===== config.mk =====
export PLATFORM = sky130hd
export DESIGN_NAME = cce_msg_top
export DESIGN_NICKNAME = d
export VERILOG_FILES = /design/src/logic/cce_msg_pkg.sv /design/src/logic/cce_msg_top.sv /design/src/logic/cce_msg_router.sv /design/src/logic/cce_msg_uncached.sv /design/src/logic/cce_msg_cached.sv /design/src/logic/cce_req_fifo.sv
export SDC_FILE = /design/constraint.sdc
export NUM_CORES = 1
export LEC_CHECK = 0
export ABC_AREA = 0
export BUFFER_PORTS_ARGS = -buffer_cell sky130_fd_sc_hd__buf_4
export CAP_MARGIN = 10
export CORE_MARGIN = 1.5
export CORE_UTILIZATION = 40
export CTS_CLUSTER_SIZE = 20
export DETAILED_ROUTE_END_ITERATION = 6
export GPL_TIMING_DRIVEN = 1
export SLEW_MARGIN = 20
export SYNTH_ARGS = -nofsm -noshare
export SYNTH_HDL_FRONTEND = slang
export SYNTH_SLANG_ARGS = --single-unit

===== constraint.sdc =====
create_clock -name clk_i -period 4.7 [get_ports clk_i]
set_input_delay 0.47 -clock clk_i [delete_from_list [all_inputs] [get_ports clk_i]]
set_output_delay 0.47 -clock clk_i [all_outputs]
set_load 0.03 [all_outputs]

===== src/logic/cce_msg_pkg.sv =====
// ~~~~~~~~~~~~~~~~~~~~~~~~~~~~~~~~~~~~~~~~
// Field widths and message encodings for the CCE message unit
// Imported by the RTL and the testbench
// ~~~~~~~~~~~~~~~~~~~~~~~~~~~~~~~~~~~~~~~~

package cce_msg_pkg;

  // Physical block address and data word
  typedef logic [15:0] paddr_t;
  typedef logic [31:0] data_t;

  // Requesting LCE number
  typedef logic [1:0] lce_id_t;

  // Low address bits, one pending bit each
  typedef logic [2:0] way_group_t;

  typedef enum logic {
    e_cce_mode_normal,
    e_cce_mode_uncached
  } cce_mode_e;

  typedef enum logic {
    e_req_rd,
    e_req_wr
  } lce_req_type_e;

  typedef enum logic {
    e_mem_rd,
    e_mem_wr
  } mem_cmd_type_e;

  // Data returns read data, st_done acks a store
  typedef enum logic {
    e_cmd_data,
    e_cmd_st_done
  } lce_cmd_type_e;

endpackage

===== src/logic/cce_msg_top.sv =====
// ~~~~~~~~~~~~~~~~~~~~~~~~~~~~~~~~~~~~~~~~
// CCE message unit top, request FIFO feeding the router
// ~~~~~~~~~~~~~~~~~~~~~~~~~~~~~~~~~~~~~~~~

`timescale 1ns/1ps

module cce_msg_top
  import cce_msg_pkg::*;
  #(parameter int max_outstanding_p = 4)
  (input                   clk_i
   , input                 reset_i
   , input cce_mode_e      mode_i

   , input lce_req_type_e  lce_req_type_i
   , input lce_id_t        lce_req_lce_id_i
   , input paddr_t         lce_req_addr_i
   , input data_t          lce_req_data_i
   , input                 lce_req_v_i
   , output logic          lce_req_ready_o

   , output mem_cmd_type_e mem_cmd_type_o
   , output lce_id_t       mem_cmd_lce_id_o
   , output paddr_t        mem_cmd_addr_o
   , output data_t         mem_cmd_data_o
   , output logic          mem_cmd_v_o
   , input                 mem_cmd_ready_i

   , input mem_cmd_type_e  mem_resp_type_i
   , input lce_id_t        mem_resp_lce_id_i
   , input paddr_t         mem_resp_addr_i
   , input data_t          mem_resp_data_i
   , input                 mem_resp_v_i
   , output logic          mem_resp_yumi_o

   , output lce_cmd_type_e lce_cmd_type_o
   , output lce_id_t       lce_cmd_lce_id_o
   , output paddr_t        lce_cmd_addr_o
   , output data_t         lce_cmd_data_o
   , output logic          lce_cmd_v_o
   , input                 lce_cmd_ready_i

   , output logic          fence_zero_o
  );

  // FIFO head
  lce_req_type_e head_type;
  lce_id_t       head_lce_id;
  paddr_t        head_addr;
  data_t         head_data;
  logic          head_v, head_yumi;

  cce_req_fifo req_fifo_i (
    .clk_i, .reset_i
    , .type_i(lce_req_type_i), .lce_id_i(lce_req_lce_id_i)
    , .addr_i(lce_req_addr_i), .data_i(lce_req_data_i)
    , .v_i(lce_req_v_i), .ready_o(lce_req_ready_o)
    , .type_o(head_type), .lce_id_o(head_lce_id)
    , .addr_o(head_addr), .data_o(head_data)
    , .v_o(head_v), .yumi_i(head_yumi)
  );

  cce_msg_router #(.max_outstanding_p(max_outstanding_p)) router_i (
    .clk_i, .reset_i, .mode_i
    , .req_type_i(head_type), .req_lce_id_i(head_lce_id)
    , .req_addr_i(head_addr), .req_data_i(head_data)
    , .req_v_i(head_v), .req_yumi_o(head_yumi)
    , .mem_cmd_type_o, .mem_cmd_lce_id_o, .mem_cmd_addr_o, .mem_cmd_data_o
    , .mem_cmd_v_o, .mem_cmd_ready_i
    , .mem_resp_type_i, .mem_resp_lce_id_i, .mem_resp_addr_i, .mem_resp_data_i
    , .mem_resp_v_i, .mem_resp_yumi_o
    , .lce_cmd_type_o, .lce_cmd_lce_id_o, .lce_cmd_addr_o, .lce_cmd_data_o
    , .lce_cmd_v_o, .lce_cmd_ready_i
    , .fence_zero_o
  );

endmodule


===== src/logic/cce_msg_router.sv =====
// ~~~~~~~~~~~~~~~~~~~~~~~~~~~~~~~~~~~~~~~~
// Mode register and steering of all channels to the active handler
// ~~~~~~~~~~~~~~~~~~~~~~~~~~~~~~~~~~~~~~~~

`timescale 1ns/1ps

module cce_msg_router
  import cce_msg_pkg::*;
  #(parameter int max_outstanding_p = 4)
  (input                   clk_i
   , input                 reset_i
   , input cce_mode_e      mode_i

   , input lce_req_type_e  req_type_i
   , input lce_id_t        req_lce_id_i
   , input paddr_t         req_addr_i
   , input data_t          req_data_i
   , input                 req_v_i
   , output logic          req_yumi_o

   , output mem_cmd_type_e mem_cmd_type_o
   , output lce_id_t       mem_cmd_lce_id_o
   , output paddr_t        mem_cmd_addr_o
   , output data_t         mem_cmd_data_o
   , output logic          mem_cmd_v_o
   , input                 mem_cmd_ready_i

   , input mem_cmd_type_e  mem_resp_type_i
   , input lce_id_t        mem_resp_lce_id_i
   , input paddr_t         mem_resp_addr_i
   , input data_t          mem_resp_data_i
   , input                 mem_resp_v_i
   , output logic          mem_resp_yumi_o

   , output lce_cmd_type_e lce_cmd_type_o
   , output lce_id_t       lce_cmd_lce_id_o
   , output paddr_t        lce_cmd_addr_o
   , output data_t         lce_cmd_data_o
   , output logic          lce_cmd_v_o
   , input                 lce_cmd_ready_i

   , output logic          fence_zero_o
  );

  cce_mode_e mode_r;
  logic      uc;

  // Handler outputs, c_ for cached and u_ for uncached
  mem_cmd_type_e c_mem_cmd_type, u_mem_cmd_type;
  lce_cmd_type_e c_lce_cmd_type, u_lce_cmd_type;
  lce_id_t       c_mem_cmd_lce_id, u_mem_cmd_lce_id, c_lce_cmd_lce_id, u_lce_cmd_lce_id;
  paddr_t        c_mem_cmd_addr, u_mem_cmd_addr, c_lce_cmd_addr, u_lce_cmd_addr;
  data_t         c_mem_cmd_data, u_mem_cmd_data, c_lce_cmd_data, u_lce_cmd_data;
  logic c_req_yumi, u_req_yumi, c_mem_resp_yumi, u_mem_resp_yumi;
  logic c_mem_cmd_v, u_mem_cmd_v, c_lce_cmd_v, u_lce_cmd_v;
  logic c_idle, u_idle;

  assign uc           = (mode_r == e_cce_mode_uncached);
  assign fence_zero_o = c_idle & u_idle;

  // Switch only when drained and no request moves this cycle
  always_ff @(posedge clk_i) begin
    if (reset_i)
      mode_r <= e_cce_mode_normal;
    else if (fence_zero_o & ~req_yumi_o)
      mode_r <= mode_i;
  end

  cce_msg_cached #(.max_outstanding_p(max_outstanding_p)) cached_i (
    .clk_i, .reset_i
    , .lce_req_type_i(req_type_i), .lce_req_lce_id_i(req_lce_id_i)
    , .lce_req_addr_i(req_addr_i), .lce_req_data_i(req_data_i)
    , .lce_req_v_i(req_v_i & ~uc), .lce_req_yumi_o(c_req_yumi)
    , .mem_cmd_type_o(c_mem_cmd_type), .mem_cmd_lce_id_o(c_mem_cmd_lce_id)
    , .mem_cmd_addr_o(c_mem_cmd_addr), .mem_cmd_data_o(c_mem_cmd_data)
    , .mem_cmd_v_o(c_mem_cmd_v), .mem_cmd_ready_i(mem_cmd_ready_i & ~uc)
    , .mem_resp_type_i, .mem_resp_lce_id_i, .mem_resp_addr_i, .mem_resp_data_i
    , .mem_resp_v_i(mem_resp_v_i & ~uc), .mem_resp_yumi_o(c_mem_resp_yumi)
    , .lce_cmd_type_o(c_lce_cmd_type), .lce_cmd_lce_id_o(c_lce_cmd_lce_id)
    , .lce_cmd_addr_o(c_lce_cmd_addr), .lce_cmd_data_o(c_lce_cmd_data)
    , .lce_cmd_v_o(c_lce_cmd_v), .lce_cmd_ready_i(lce_cmd_ready_i & ~uc)
    , .idle_o(c_idle)
  );

  cce_msg_uncached uncached_i (
    .clk_i, .reset_i
    , .lce_req_type_i(req_type_i), .lce_req_lce_id_i(req_lce_id_i)
    , .lce_req_addr_i(req_addr_i), .lce_req_data_i(req_data_i)
    , .lce_req_v_i(req_v_i & uc), .lce_req_yumi_o(u_req_yumi)
    , .mem_cmd_type_o(u_mem_cmd_type), .mem_cmd_lce_id_o(u_mem_cmd_lce_id)
    , .mem_cmd_addr_o(u_mem_cmd_addr), .mem_cmd_data_o(u_mem_cmd_data)
    , .mem_cmd_v_o(u_mem_cmd_v), .mem_cmd_ready_i(mem_cmd_ready_i & uc)
    , .mem_resp_type_i, .mem_resp_lce_id_i, .mem_resp_addr_i, .mem_resp_data_i
    , .mem_resp_v_i(mem_resp_v_i & uc), .mem_resp_yumi_o(u_mem_resp_yumi)
    , .lce_cmd_type_o(u_lce_cmd_type), .lce_cmd_lce_id_o(u_lce_cmd_lce_id)
    , .lce_cmd_addr_o(u_lce_cmd_addr), .lce_cmd_data_o(u_lce_cmd_data)
    , .lce_cmd_v_o(u_lce_cmd_v), .lce_cmd_ready_i(lce_cmd_ready_i & uc)
    , .idle_o(u_idle)
  );

  // Output select
  assign req_yumi_o       = uc ? u_req_yumi       : c_req_yumi;
  assign mem_resp_yumi_o  = uc ? u_mem_resp_yumi  : c_mem_resp_yumi;
  assign mem_cmd_type_o   = uc ? u_mem_cmd_type   : c_mem_cmd_type;
  assign mem_cmd_lce_id_o = uc ? u_mem_cmd_lce_id : c_mem_cmd_lce_id;
  assign mem_cmd_addr_o   = uc ? u_mem_cmd_addr   : c_mem_cmd_addr;
  assign mem_cmd_data_o   = uc ? u_mem_cmd_data   : c_mem_cmd_data;
  assign mem_cmd_v_o      = uc ? u_mem_cmd_v      : c_mem_cmd_v;
  assign lce_cmd_type_o   = uc ? u_lce_cmd_type   : c_lce_cmd_type;
  assign lce_cmd_lce_id_o = uc ? u_lce_cmd_lce_id : c_lce_cmd_lce_id;
  assign lce_cmd_addr_o   = uc ? u_lce_cmd_addr   : c_lce_cmd_addr;
  assign lce_cmd_data_o   = uc ? u_lce_cmd_data   : c_lce_cmd_data;
  assign lce_cmd_v_o      = uc ? u_lce_cmd_v      : c_lce_cmd_v;

endmodule


===== src/logic/cce_msg_uncached.sv =====
// ~~~~~~~~~~~~~~~~~~~~~~~~~~~~~~~~~~~~~~~~
// Uncached-mode handler, one memory transaction at a time
// ~~~~~~~~~~~~~~~~~~~~~~~~~~~~~~~~~~~~~~~~

`timescale 1ns/1ps

module cce_msg_uncached
  import cce_msg_pkg::*;
  (input                   clk_i
   , input                 reset_i

   , input lce_req_type_e  lce_req_type_i
   , input lce_id_t        lce_req_lce_id_i
   , input paddr_t         lce_req_addr_i
   , input data_t          lce_req_data_i
   , input                 lce_req_v_i
   , output logic          lce_req_yumi_o

   , output mem_cmd_type_e mem_cmd_type_o
   , output lce_id_t       mem_cmd_lce_id_o
   , output paddr_t        mem_cmd_addr_o
   , output data_t         mem_cmd_data_o
   , output logic          mem_cmd_v_o
   , input                 mem_cmd_ready_i

   , input mem_cmd_type_e  mem_resp_type_i
   , input lce_id_t        mem_resp_lce_id_i
   , input paddr_t         mem_resp_addr_i
   , input data_t          mem_resp_data_i
   , input                 mem_resp_v_i
   , output logic          mem_resp_yumi_o

   , output lce_cmd_type_e lce_cmd_type_o
   , output lce_id_t       lce_cmd_lce_id_o
   , output paddr_t        lce_cmd_addr_o
   , output data_t         lce_cmd_data_o
   , output logic          lce_cmd_v_o
   , input                 lce_cmd_ready_i

   , output logic          idle_o
  );

  typedef enum logic {
    e_uc_ready,
    e_uc_wait_resp
  } uc_state_e;

  uc_state_e state_r;
  logic      mem_cmd_free, lce_cmd_free;

  assign mem_cmd_free = ~mem_cmd_v_o | mem_cmd_ready_i;
  assign lce_cmd_free = ~lce_cmd_v_o | lce_cmd_ready_i;

  // Only the one awaited response is taken
  assign mem_resp_yumi_o = mem_resp_v_i & lce_cmd_free & (state_r == e_uc_wait_resp);
  assign lce_req_yumi_o  = lce_req_v_i & ~mem_resp_yumi_o & mem_cmd_free
                           & (state_r == e_uc_ready);

  // Idle once the last LCE command has left too
  assign idle_o = (state_r == e_uc_ready) & ~lce_cmd_v_o;

  always_ff @(posedge clk_i) begin
    if (reset_i) begin
      state_r     <= e_uc_ready;
      mem_cmd_v_o <= 1'b0;
      lce_cmd_v_o <= 1'b0;
    end else begin
      unique case (state_r)
        e_uc_ready:     if (lce_req_yumi_o) state_r <= e_uc_wait_resp;
        e_uc_wait_resp: if (mem_resp_yumi_o) state_r <= e_uc_ready;
        default:        state_r <= e_uc_ready;
      endcase

      if (lce_req_yumi_o)
        mem_cmd_v_o <= 1'b1;
      else if (mem_cmd_ready_i)
        mem_cmd_v_o <= 1'b0;

      if (mem_resp_yumi_o)
        lce_cmd_v_o <= 1'b1;
      else if (lce_cmd_ready_i)
        lce_cmd_v_o <= 1'b0;
    end
  end

  always_ff @(posedge clk_i) begin
    if (lce_req_yumi_o) begin
      mem_cmd_type_o   <= (lce_req_type_i == e_req_wr) ? e_mem_wr : e_mem_rd;
      mem_cmd_lce_id_o <= lce_req_lce_id_i;
      mem_cmd_addr_o   <= lce_req_addr_i;
      mem_cmd_data_o   <= lce_req_data_i;
    end
    if (mem_resp_yumi_o) begin
      lce_cmd_type_o   <= (mem_resp_type_i == e_mem_wr) ? e_cmd_st_done : e_cmd_data;
      lce_cmd_lce_id_o <= mem_resp_lce_id_i;
      lce_cmd_addr_o   <= mem_resp_addr_i;
      lce_cmd_data_o   <= (mem_resp_type_i == e_mem_wr) ? '0 : mem_resp_data_i;
    end
  end

endmodule


===== src/logic/cce_msg_cached.sv =====
// ~~~~~~~~~~~~~~~~~~~~~~~~~~~~~~~~~~~~~~~~
// Cached-mode handler, several memory transactions in flight
// Guarded by a pending bit per way group and an outstanding counter
// ~~~~~~~~~~~~~~~~~~~~~~~~~~~~~~~~~~~~~~~~

`timescale 1ns/1ps

module cce_msg_cached
  import cce_msg_pkg::*;
  #(parameter int max_outstanding_p = 4)
  (input                   clk_i
   , input                 reset_i

   , input lce_req_type_e  lce_req_type_i
   , input lce_id_t        lce_req_lce_id_i
   , input paddr_t         lce_req_addr_i
   , input data_t          lce_req_data_i
   , input                 lce_req_v_i
   , output logic          lce_req_yumi_o

   , output mem_cmd_type_e mem_cmd_type_o
   , output lce_id_t       mem_cmd_lce_id_o
   , output paddr_t        mem_cmd_addr_o
   , output data_t         mem_cmd_data_o
   , output logic          mem_cmd_v_o
   , input                 mem_cmd_ready_i

   , input mem_cmd_type_e  mem_resp_type_i
   , input lce_id_t        mem_resp_lce_id_i
   , input paddr_t         mem_resp_addr_i
   , input data_t          mem_resp_data_i
   , input                 mem_resp_v_i
   , output logic          mem_resp_yumi_o

   , output lce_cmd_type_e lce_cmd_type_o
   , output lce_id_t       lce_cmd_lce_id_o
   , output paddr_t        lce_cmd_addr_o
   , output data_t         lce_cmd_data_o
   , output logic          lce_cmd_v_o
   , input                 lce_cmd_ready_i

   , output logic          idle_o
  );

  localparam int num_groups_lp = 2 ** $bits(way_group_t);
  localparam int cnt_width_lp  = $clog2(max_outstanding_p + 1);

  logic [num_groups_lp-1:0] pending_r;
  logic [cnt_width_lp-1:0]  count_r;
  way_group_t               req_group, resp_group;
  logic mem_cmd_free, lce_cmd_free, lce_cmd_done;

  assign req_group  = lce_req_addr_i[$bits(way_group_t)-1:0];
  assign resp_group = mem_resp_addr_i[$bits(way_group_t)-1:0];

  // Output registers free up when empty or draining this cycle
  assign mem_cmd_free = ~mem_cmd_v_o | mem_cmd_ready_i;
  assign lce_cmd_free = ~lce_cmd_v_o | lce_cmd_ready_i;
  assign lce_cmd_done = lce_cmd_v_o & lce_cmd_ready_i;

  // Responses win over new requests
  assign mem_resp_yumi_o = mem_resp_v_i & lce_cmd_free;
  assign lce_req_yumi_o  = lce_req_v_i & ~mem_resp_yumi_o & mem_cmd_free
                           & ~pending_r[req_group]
                           & (count_r < cnt_width_lp'(max_outstanding_p));

  // A transaction ends with its LCE command handshake
  assign idle_o = (count_r == '0);

  always_ff @(posedge clk_i) begin
    if (reset_i) begin
      pending_r   <= '0;
      count_r     <= '0;
      mem_cmd_v_o <= 1'b0;
      lce_cmd_v_o <= 1'b0;
    end else begin
      if (lce_req_yumi_o)
        pending_r[req_group] <= 1'b1;
      if (mem_resp_yumi_o)
        pending_r[resp_group] <= 1'b0;

      unique case ({lce_req_yumi_o, lce_cmd_done})
        2'b10:   count_r <= count_r + 1'b1;
        2'b01:   count_r <= count_r - 1'b1;
        default: count_r <= count_r;
      endcase

      if (lce_req_yumi_o)
        mem_cmd_v_o <= 1'b1;
      else if (mem_cmd_ready_i)
        mem_cmd_v_o <= 1'b0;

      if (mem_resp_yumi_o)
        lce_cmd_v_o <= 1'b1;
      else if (lce_cmd_ready_i)
        lce_cmd_v_o <= 1'b0;
    end
  end

  // Payload registers
  always_ff @(posedge clk_i) begin
    if (lce_req_yumi_o) begin
      mem_cmd_type_o   <= (lce_req_type_i == e_req_wr) ? e_mem_wr : e_mem_rd;
      mem_cmd_lce_id_o <= lce_req_lce_id_i;
      mem_cmd_addr_o   <= lce_req_addr_i;
      mem_cmd_data_o   <= lce_req_data_i;
    end
    if (mem_resp_yumi_o) begin
      lce_cmd_type_o   <= (mem_resp_type_i == e_mem_wr) ? e_cmd_st_done : e_cmd_data;
      lce_cmd_lce_id_o <= mem_resp_lce_id_i;
      lce_cmd_addr_o   <= mem_resp_addr_i;
      lce_cmd_data_o   <= (mem_resp_type_i == e_mem_wr) ? '0 : mem_resp_data_i;
    end
  end

endmodule


===== src/logic/cce_req_fifo.sv =====
// ~~~~~~~~~~~~~~~~~~~~~~~~~~~~~~~~~~~~~~~~
// Two-entry LCE request buffer, ready&valid in and valid->yumi out
// ~~~~~~~~~~~~~~~~~~~~~~~~~~~~~~~~~~~~~~~~

`timescale 1ns/1ps

module cce_req_fifo
  import cce_msg_pkg::*;
  (input                 clk_i
   , input               reset_i

   , input lce_req_type_e type_i
   , input lce_id_t       lce_id_i
   , input paddr_t        addr_i
   , input data_t         data_i
   , input                v_i
   , output logic         ready_o

   , output lce_req_type_e type_o
   , output lce_id_t       lce_id_o
   , output paddr_t        addr_o
   , output data_t         data_o
   , output logic          v_o
   , input                 yumi_i
  );

  lce_req_type_e type_mem [2];
  lce_id_t       lce_id_mem [2];
  paddr_t        addr_mem [2];
  data_t         data_mem [2];

  logic       wr_ptr_r, rd_ptr_r;
  logic [1:0] count_r;
  logic       enq, deq;

  // Stays low while full, even if the head leaves this cycle
  assign ready_o = (count_r != 2'd2);
  assign v_o     = (count_r != 2'd0);
  assign enq     = v_i & ready_o;
  assign deq     = yumi_i;

  assign type_o   = type_mem[rd_ptr_r];
  assign lce_id_o = lce_id_mem[rd_ptr_r];
  assign addr_o   = addr_mem[rd_ptr_r];
  assign data_o   = data_mem[rd_ptr_r];

  always_ff @(posedge clk_i) begin
    if (enq) begin
      type_mem[wr_ptr_r]   <= type_i;
      lce_id_mem[wr_ptr_r] <= lce_id_i;
      addr_mem[wr_ptr_r]   <= addr_i;
      data_mem[wr_ptr_r]   <= data_i;
    end
  end

  always_ff @(posedge clk_i) begin
    if (reset_i) begin
      wr_ptr_r <= 1'b0;
      rd_ptr_r <= 1'b0;
      count_r  <= 2'd0;
    end else begin
      if (enq)
        wr_ptr_r <= ~wr_ptr_r;
      if (deq)
        rd_ptr_r <= ~rd_ptr_r;
      unique case ({enq, deq})
        2'b10:   count_r <= count_r + 2'd1;
        2'b01:   count_r <= count_r - 2'd1;
        default: count_r <= count_r;
      endcase
    end
  end

endmodule


==> impl_metrics.toml, run 1 <==
[floorplanning]
die_w_um = 179
dieHeight_um = 179
dieArea_um2 = 32000
pin_count = 216
core.rowCount = 64
initial_utilization_pct = 40.5
fp.coreArea_um2 = 30500

[sta]
period_share_pct = 71.3
grt_setup_unrepaired = "no"
worstMarginPinSlew_ns = 0.893
hold_viol = 0
setup_slack_ns = 1.35
skew_ns = 0.0212
fin_crit_ns = 3.35
fmax_mhz = 298
setup_violations = 0
holdWs_ns = 0.137
finalSetupTns_ns = 0
max-slew-margin-rel_pct = 40.5
drv_slew = 0

[logic_synthesis]
synth_nets = 762
synth_fa_ha_area_share_pct = 0.364
synth_compound_area_share_pct = 2.42
synthDistinctLibCells = 41
syn_area_per_cell_um2 = 19.0
ys_seq_area_share_pct = 77.9
synth-seq-cells = 328
synth_cells = 650
synth_top_family_by_area = "multiplexers"
syn-cell-area_um2 = 12400
synth_mux_area_share_pct = 14.3
synth_area_leader_cell = "edfxtp_1"
synth_edf_count = 306
synth_common_cells = "306 x edfxtp_1, 151 x mux2_2, 36 x nor2b_1"
synth.most_common_cell = "edfxtp_1"
synth-simple-area-share_pct = 3.42
synthXorXnorAreaFrac_pct = 0.354
synth_ff_type = "edfxtp_1"
ys_top_cells_by_area = "edfxtp_1 74%, mux2_2 14%, dfxtp_1 3.6%, nor2b_1 1.8%, clkbuf_1 0.70%"
yosys_warnings = 0
yosysTopAreaCellShare_pct = 74.3
async_reset_ff_share_pct = 0

[clocking]
clkTransAtPathRegs_ns = 0.06
h-tree-depth = 2
tritoncts = "done"
clk-insertion-delay-late_ns = 0.52
cts.path.max_buffers = 3
cts-resized-gates = 0
post_cts_buffers = 0
cts_hold_buf = 0
cts.sinks = 328
root_buffer = "clkbuf_16"
cts_buffers = 36

[global_routing]
grt_max_degree = 64
met1_usage_pct = 20.3
met3_usage_pct = 4.69
antenna_found_initial = 1
use_met2_pct = 24.0
grtUsageTotal_pct = 15.3
grt_pass1_wl_mm = 36.8
grt_pass1_vias = 6562
grt-busiest-layer = "met2"
grt_remaining_overflow = 0

[critical_path]
worstSetupEndpoint = "mem_cmd_lce_id_o[0]"
cp-end-kind = "output port"
startpoint = "router_i.mode_r"
required_ns = 4.23
reg2reg_to = "router_i.cached_i.pending_r[7]"
arrival_ns = 2.88
r2r_start = "router_i.mode_r"
cp-start-kind = "register"
r2r_slack_ns = 1.60
cp_max_fo = 63
crit_type = "register to output port"
rr_worst_depth = 7

[power_and_ir_drop]
p_per_area_nw_per_um2 = 650
p_leak_uw = 0.00553
ir_worst_vdd_v = 0.000414

[route]
drc = 0
post_drt_wl_per_cell_um = 18.7
routed_wl_mm = 24.4
dr.pass1.iters = 4
num_vias = 6442
avgViaCountPerCell = 4.93
drt_iter0_drc = 362
final_antenna_net_count = 0

[place]
gp_congestion = 0.748
hpwl_mm = 15.0
place_ws_ns = 1.56
port_buffers = 215
place_area_um2 = 14500

[finish]
drive_gt1_share_pct = 47.8
syn_to_final_growth_pct = 26.0
nFillCells = 2557
fin_util_pct = 51.0
multiInputGateArea_um2 = 2590
seq_area_um2 = 9630
fin_nets = 998
fin_area_um2 = 15600

[run]
maxCapViolations = 0

[run_status]
outcome = "finished, final reports clean"

[min_path]
hold_depth = 1
min_path_type = "primary input to register"
worst min path at each step:
stage                                          startpoint                               to  slack (ns)
after floorplan           router_i.uncached_i.mem_cmd_v_o  router_i.uncached_i.mem_cmd_v_o        0.45
after global placement    router_i.uncached_i.mem_cmd_v_o  router_i.uncached_i.mem_cmd_v_o        0.48
after detailed placement  router_i.uncached_i.mem_cmd_v_o  router_i.uncached_i.mem_cmd_v_o        0.47
after CTS                              lce_req_data_i[15]       req_fifo_i.data_mem[1][15]        0.12
after global routing                   lce_req_data_i[15]       req_fifo_i.data_mem[1][15]        0.11
final                                  lce_req_data_i[15]       req_fifo_i.data_mem[1][15]        0.14
critical path, stage by stage, from the launching register on:
cell     delay (ns)
dfxtp_4        0.91
buf_4          0.76
mux2_2         0.46
buf_4          0.18
cells by family after synthesis:
| logic type | after synthesis |
|---|---|
| AOI/OAI and AO/OA | 44 |
| xor gates and xnor gates | 5 |
| adders and majority gates | 3 |
| buffers and inverters | 38 |
| DFF | 328 |
| muxes | 155 |
| and+or+nand+nor | 77 |
state kept, by name, summed over array words and instances, names as in the netlist, 4 cells and up, named ones only:
name / flops
router_i.uncached_i.mem_cmd_addr_o: 16
req_fifo_i.lce_id_mem: 4
router_i.cached_i.mem_cmd_addr_o: 16
router_i.cached_i.lce_cmd_data_o: 32
router_i.cached_i.mem_cmd_data_o: 32
router_i.cached_i.pending_r: 8
router_i.cached_i.lce_cmd_addr_o: 16
req_fifo_i.addr_mem: 32
router_i.uncached_i.lce_cmd_addr_o: 16
router_i.uncached_i.mem_cmd_data_o: 32
router_i.uncached_i.lce_cmd_data_o: 32
req_fifo_i.data_mem: 64
power breakdown:
part	internal (uW)	switching, uW
combinational	1310	2000
clock	1600	1060
sequential	3910	227
routing by layer:
metal / vias up / routed length (um)
li1: 2992 / -
met1: 3182 / 10700
met2: 227 / 11100
met3: 39 / 2080
met4: 2 / 517
met5: - / 13
cells in the final DEF, fill, tap and decap left out, drive strengths merged, types with 2 or more instances in the layout:
master | synthesis | final
or3b | 2 | 2
xor2 | 4 | 4
o211ai | 2 | 2
nand2 | 10 | 10
a31oi | 6 | 6
mux2i | 4 | 4
nand2b | 2 | 2
clkbuf | 23 | 45
nor2 | 13 | 13
clkinv | 0 | 12
o2111ai | 2 | 2
a21oi | 11 | 11
a311oi | 2 | 2
a211oi | 7 | 7
inv | 13 | 15
nand3 | 3 | 3
or3 | 2 | 2
edfxtp | 306 | 306
o21ai | 7 | 7
mux2 | 151 | 151
ha | 2 | 2
dfxtp | 22 | 22
nor2b | 36 | 36
bufinv | 0 | 3
a41oi | 2 | 2
buf | 2 | 223
nor3 | 4 | 4
through the flow:
| stage | total power, uW | instances |
|---|---|---|
| finish | 10100 | 1307 |
| CTS | 10300 | 1306 |
| floorplan | 6360 | 650 |
| global route | 10600 | 1306 |
| detailed placement | 7570 | 1244 |
| global placement | 7540 | 1244 |
cell type report:
type | count | area share [%]
Sequential cell | 328 | 61.9
Multi-Input combinational cell | 284 | 16.6
Timing Repair Buffer | 223 | 10.8
Clock inverter | 17 | 1.00
Tap cell | 396 | 3.18
Inverter | 13 | 0.313
Antenna cell | 1 | 0.0161
Clock buffer | 45 | 6.14
(Power assumes the default switching activity.)
==> inputs of run 2 (changes only) <==
--- a/config.mk
+++ b/config.mk
@@ -5,7 +5,7 @@
 export SDC_FILE = /design/constraint.sdc
 export NUM_CORES = 1
 export LEC_CHECK = 0
-export ABC_AREA = 0
+export ABC_AREA = 1
 export BUFFER_PORTS_ARGS = -buffer_cell sky130_fd_sc_hd__buf_4
 export CAP_MARGIN = 10
 export CORE_MARGIN = 1.5
==> constraint.sdc (replaced) <==
create_clock -name clk_i -period 3.3 [get_ports clk_i]
set_input_delay 0.33 -clock clk_i [delete_from_list [all_inputs] [get_ports clk_i]]
set_output_delay 0.33 -clock clk_i [all_outputs]
set_load 0.03 [all_outputs]
==> impl_metrics.toml, run 2 <==
[run_status]
outcome = "finished, final reports clean"

[clocking]
clk-insertion-delay-late_ns = 0.51
post_cts_buffers = 0
cts.path.max_buffers = 3
cts_buffers = 36
tritoncts = "done"
root_buffer = "clkbuf_16"
h-tree-depth = 2
clkTransAtPathRegs_ns = 0.06
cts.sinks = 328

[route]
num_vias = 8054
post_drt_wl_per_cell_um = 15.3
dr.pass1.iters = 5
final_antenna_net_count = 0
routed_wl_mm = 27.2
drt_iter0_drc = 487
drc = 0
avgViaCountPerCell = 4.55

[finish]
syn_to_final_growth_pct = 30.8
multiInputGateArea_um2 = 2580
final_common_cell = "nand2_1"
largest_reg_flops = 64
drive_gt1_share_pct = 22.6
final_cell_mix = "496 x nand2_1, 306 x edfxtp_1, 225 x buf_4, 63 x dlygate4sd3_1, 62 x inv_1"
fin_area_um2 = 16500
nFillCells = 2607
regMostFlops = "req_fifo_i.data_mem"
fin_nets = 1458
seq_area_um2 = 9630

[logic_synthesis]
yosysTopAreaCellShare_pct = 72.8
synth_cells = 1058
yosys_warnings = 0
async_reset_ff_share_pct = 0
synth-seq-cells = 328
syn_area_per_cell_um2 = 11.9
ys_top_cells_by_area = "edfxtp_1 73%, nand2_1 15%, dfxtp_1 3.5%, inv_1 1.9%, nor2_1 1.7%"
syn-cell-area_um2 = 12600
ys_seq_area_share_pct = 76.3
synth_ff_type = "edfxtp_1"
synth.most_common_cell = "nand2_1"
synth_edf_count = 306
synthDistinctLibCells = 28
synth_nets = 1170
synth_area_leader_cell = "edfxtp_1"
synth_common_cells = "496 x nand2_1, 306 x edfxtp_1, 63 x inv_1"

[sta]
grt_setup_unrepaired = "no"
fin_crit_ns = 2.73
period_share_pct = 82.7
holdWs_ns = 0.0217
hold_viol = 0
max-slew-margin-rel_pct = 51.3
fmax_mhz = 366
setup_violations = 0
finalSetupTns_ns = 0
drv_slew = 0
skew_ns = 0.0154
worstMarginPinSlew_ns = 0.731

[global_routing]
grt_pass1_vias = 8016
grt_pass1_wl_mm = 42.7
grt_remaining_overflow = 0
antenna_found_initial = 2
grt_max_degree = 56
grtUsageTotal_pct = 16.8

[place]
hpwl_mm = 16.3
gp_congestion = 0.741
place_area_um2 = 14700
port_buffers = 215

[critical_path]
crit_type = "register to output port"
cp-start-kind = "register"
cp_max_fo = 52
cp-end-kind = "output port"
required_ns = 2.97
arrival_ns = 2.40
startpoint = "router_i.mode_r"

[min_path]
min_path_type = "primary input to register"
min-delay-start = "lce_req_data_i[30]"

[floorplanning]
dieHeight_um = 181
initial_utilization_pct = 40.9
pin_count = 216
core.rowCount = 64
fp.coreArea_um2 = 30800
dieArea_um2 = 32600
die_w_um = 181

[run]
maxCapViolations = 0

[power_and_ir_drop]
ir_worst_vdd_v = 0.000702
p_leak_uw = 0.00694
p_per_area_nw_per_um2 = 886
==> run 2: cell types whose count changed after synthesis, sizes merged, moves of 5 or more <==
| cell | before | now |
|---|---|---|
| a211oi | 7 | 0 |
| a21oi | 11 | 21 |
| a31oi | 6 | 0 |
| buf | 2 | 8 |
| clkbuf | 23 | 33 |
| inv | 13 | 66 |
| mux2 | 151 | 0 |
| nand2 | 10 | 504 |
| nand3 | 3 | 11 |
| nand4 | 0 | 5 |
| nor2 | 13 | 60 |
| nor2b | 36 | 0 |
==> run 2: final cells by class <==
| class | count | area share [%] |
|---|---|---|
| flip-flops and latches | 328 | 58.4 |
| multi-input cells | 622 | 15.6 |
| repair buffers | 291 | 14.4 |
| clock buffers | 43 | 5.74 |
| well taps | 396 | 3.00 |
| inverters | 67 | 1.58 |
| clock inverters | 21 | 1.24 |
| diodes | 2 | 0.0303 |
==> run 2: where the power goes <==
| part | internal, uW | total, uW | leakage [uW] | switching (uW) |
|---|---|---|---|---|
| logic | 1470 | 4940 | 0.00335 | 3470 |
| registers | 5580 | 5820 | 0.00303 | 237 |
| clock network | 2300 | 3850 | 0.000561 | 1560 |
| total | 9350 | 14600 | 0.00694 | 5260 |
==> run 2: critical path, stage by stage (launching register included) <==
cell     delay [ns]
dfxtp_4        0.43
inv_4          0.12
nand2_1        0.11
a21oi_4        0.14
buf_4          0.57
inv_1          0.18
o21ai_0        0.15
buf_4          0.20
==> run 2: path summary, 6_finish.rpt <==
path                                                endpoint  slack (ns)  cells past startpoint
worst max-delay path                         mem_resp_yumi_o        0.57                      7
worst min-delay path              req_fifo_i.data_mem[1][30]        0.02                      1
worst max register to register  router_i.cached_i.count_r[2]        0.57                     15
worst min register to register  router_i.cached_i.count_r[0]        0.45                      1
==> run 2: logic make-up (layout without fill, tap and decap cells) <==
kind of cell / after synthesis / after routing / synth area share, %
AOI/OAI and AO/OA: 37 / 37 / 1.69
adders and majority gates: 3 / 3 / 0.357
and+or+nand+nor: 582 / 582 / 18.1
buffers and inverters: 108 / 422 / 3.52
other: 0 / 2 / 0
DFF: 328 / 328 / 76.3
==> run 2: layer usage <==
| metal | vias up | wire (um) | global-route usage [%] |
|---|---|---|---|
| li1 | 4071 | - | - |
| met1 | 3668 | 11700 | 21.8 |
| met2 | 270 | 12900 | 27.9 |
| met3 | 45 | 1940 | 4.14 |
| met4 | 0 | 561 | 4.84 |
| met5 | - | 0 | 0 |
==> run 2: through the flow <==
step / util (%) / power [uW] / cells / worst slack, ns
after floorplan: - / 8960 / 1058 / 0.245
after global placement: 47.7 / 10800 / 1641 / 0.643
after detailed placement: 47.7 / 10900 / 1641 / 0.569
after CTS: 53.5 / 14800 / 1767 / 0.454
after global routing: 53.5 / 15400 / 1770 / 0.172
final: 53.5 / 14600 / 1770 / 0.571
==> run 2: repair_timing <==
item | 4_1_cts | 5_1_grt
gates resized for setup | 0 | 0
hold endpoints to repair | 124 | 2
hold buffers | 62 | 1
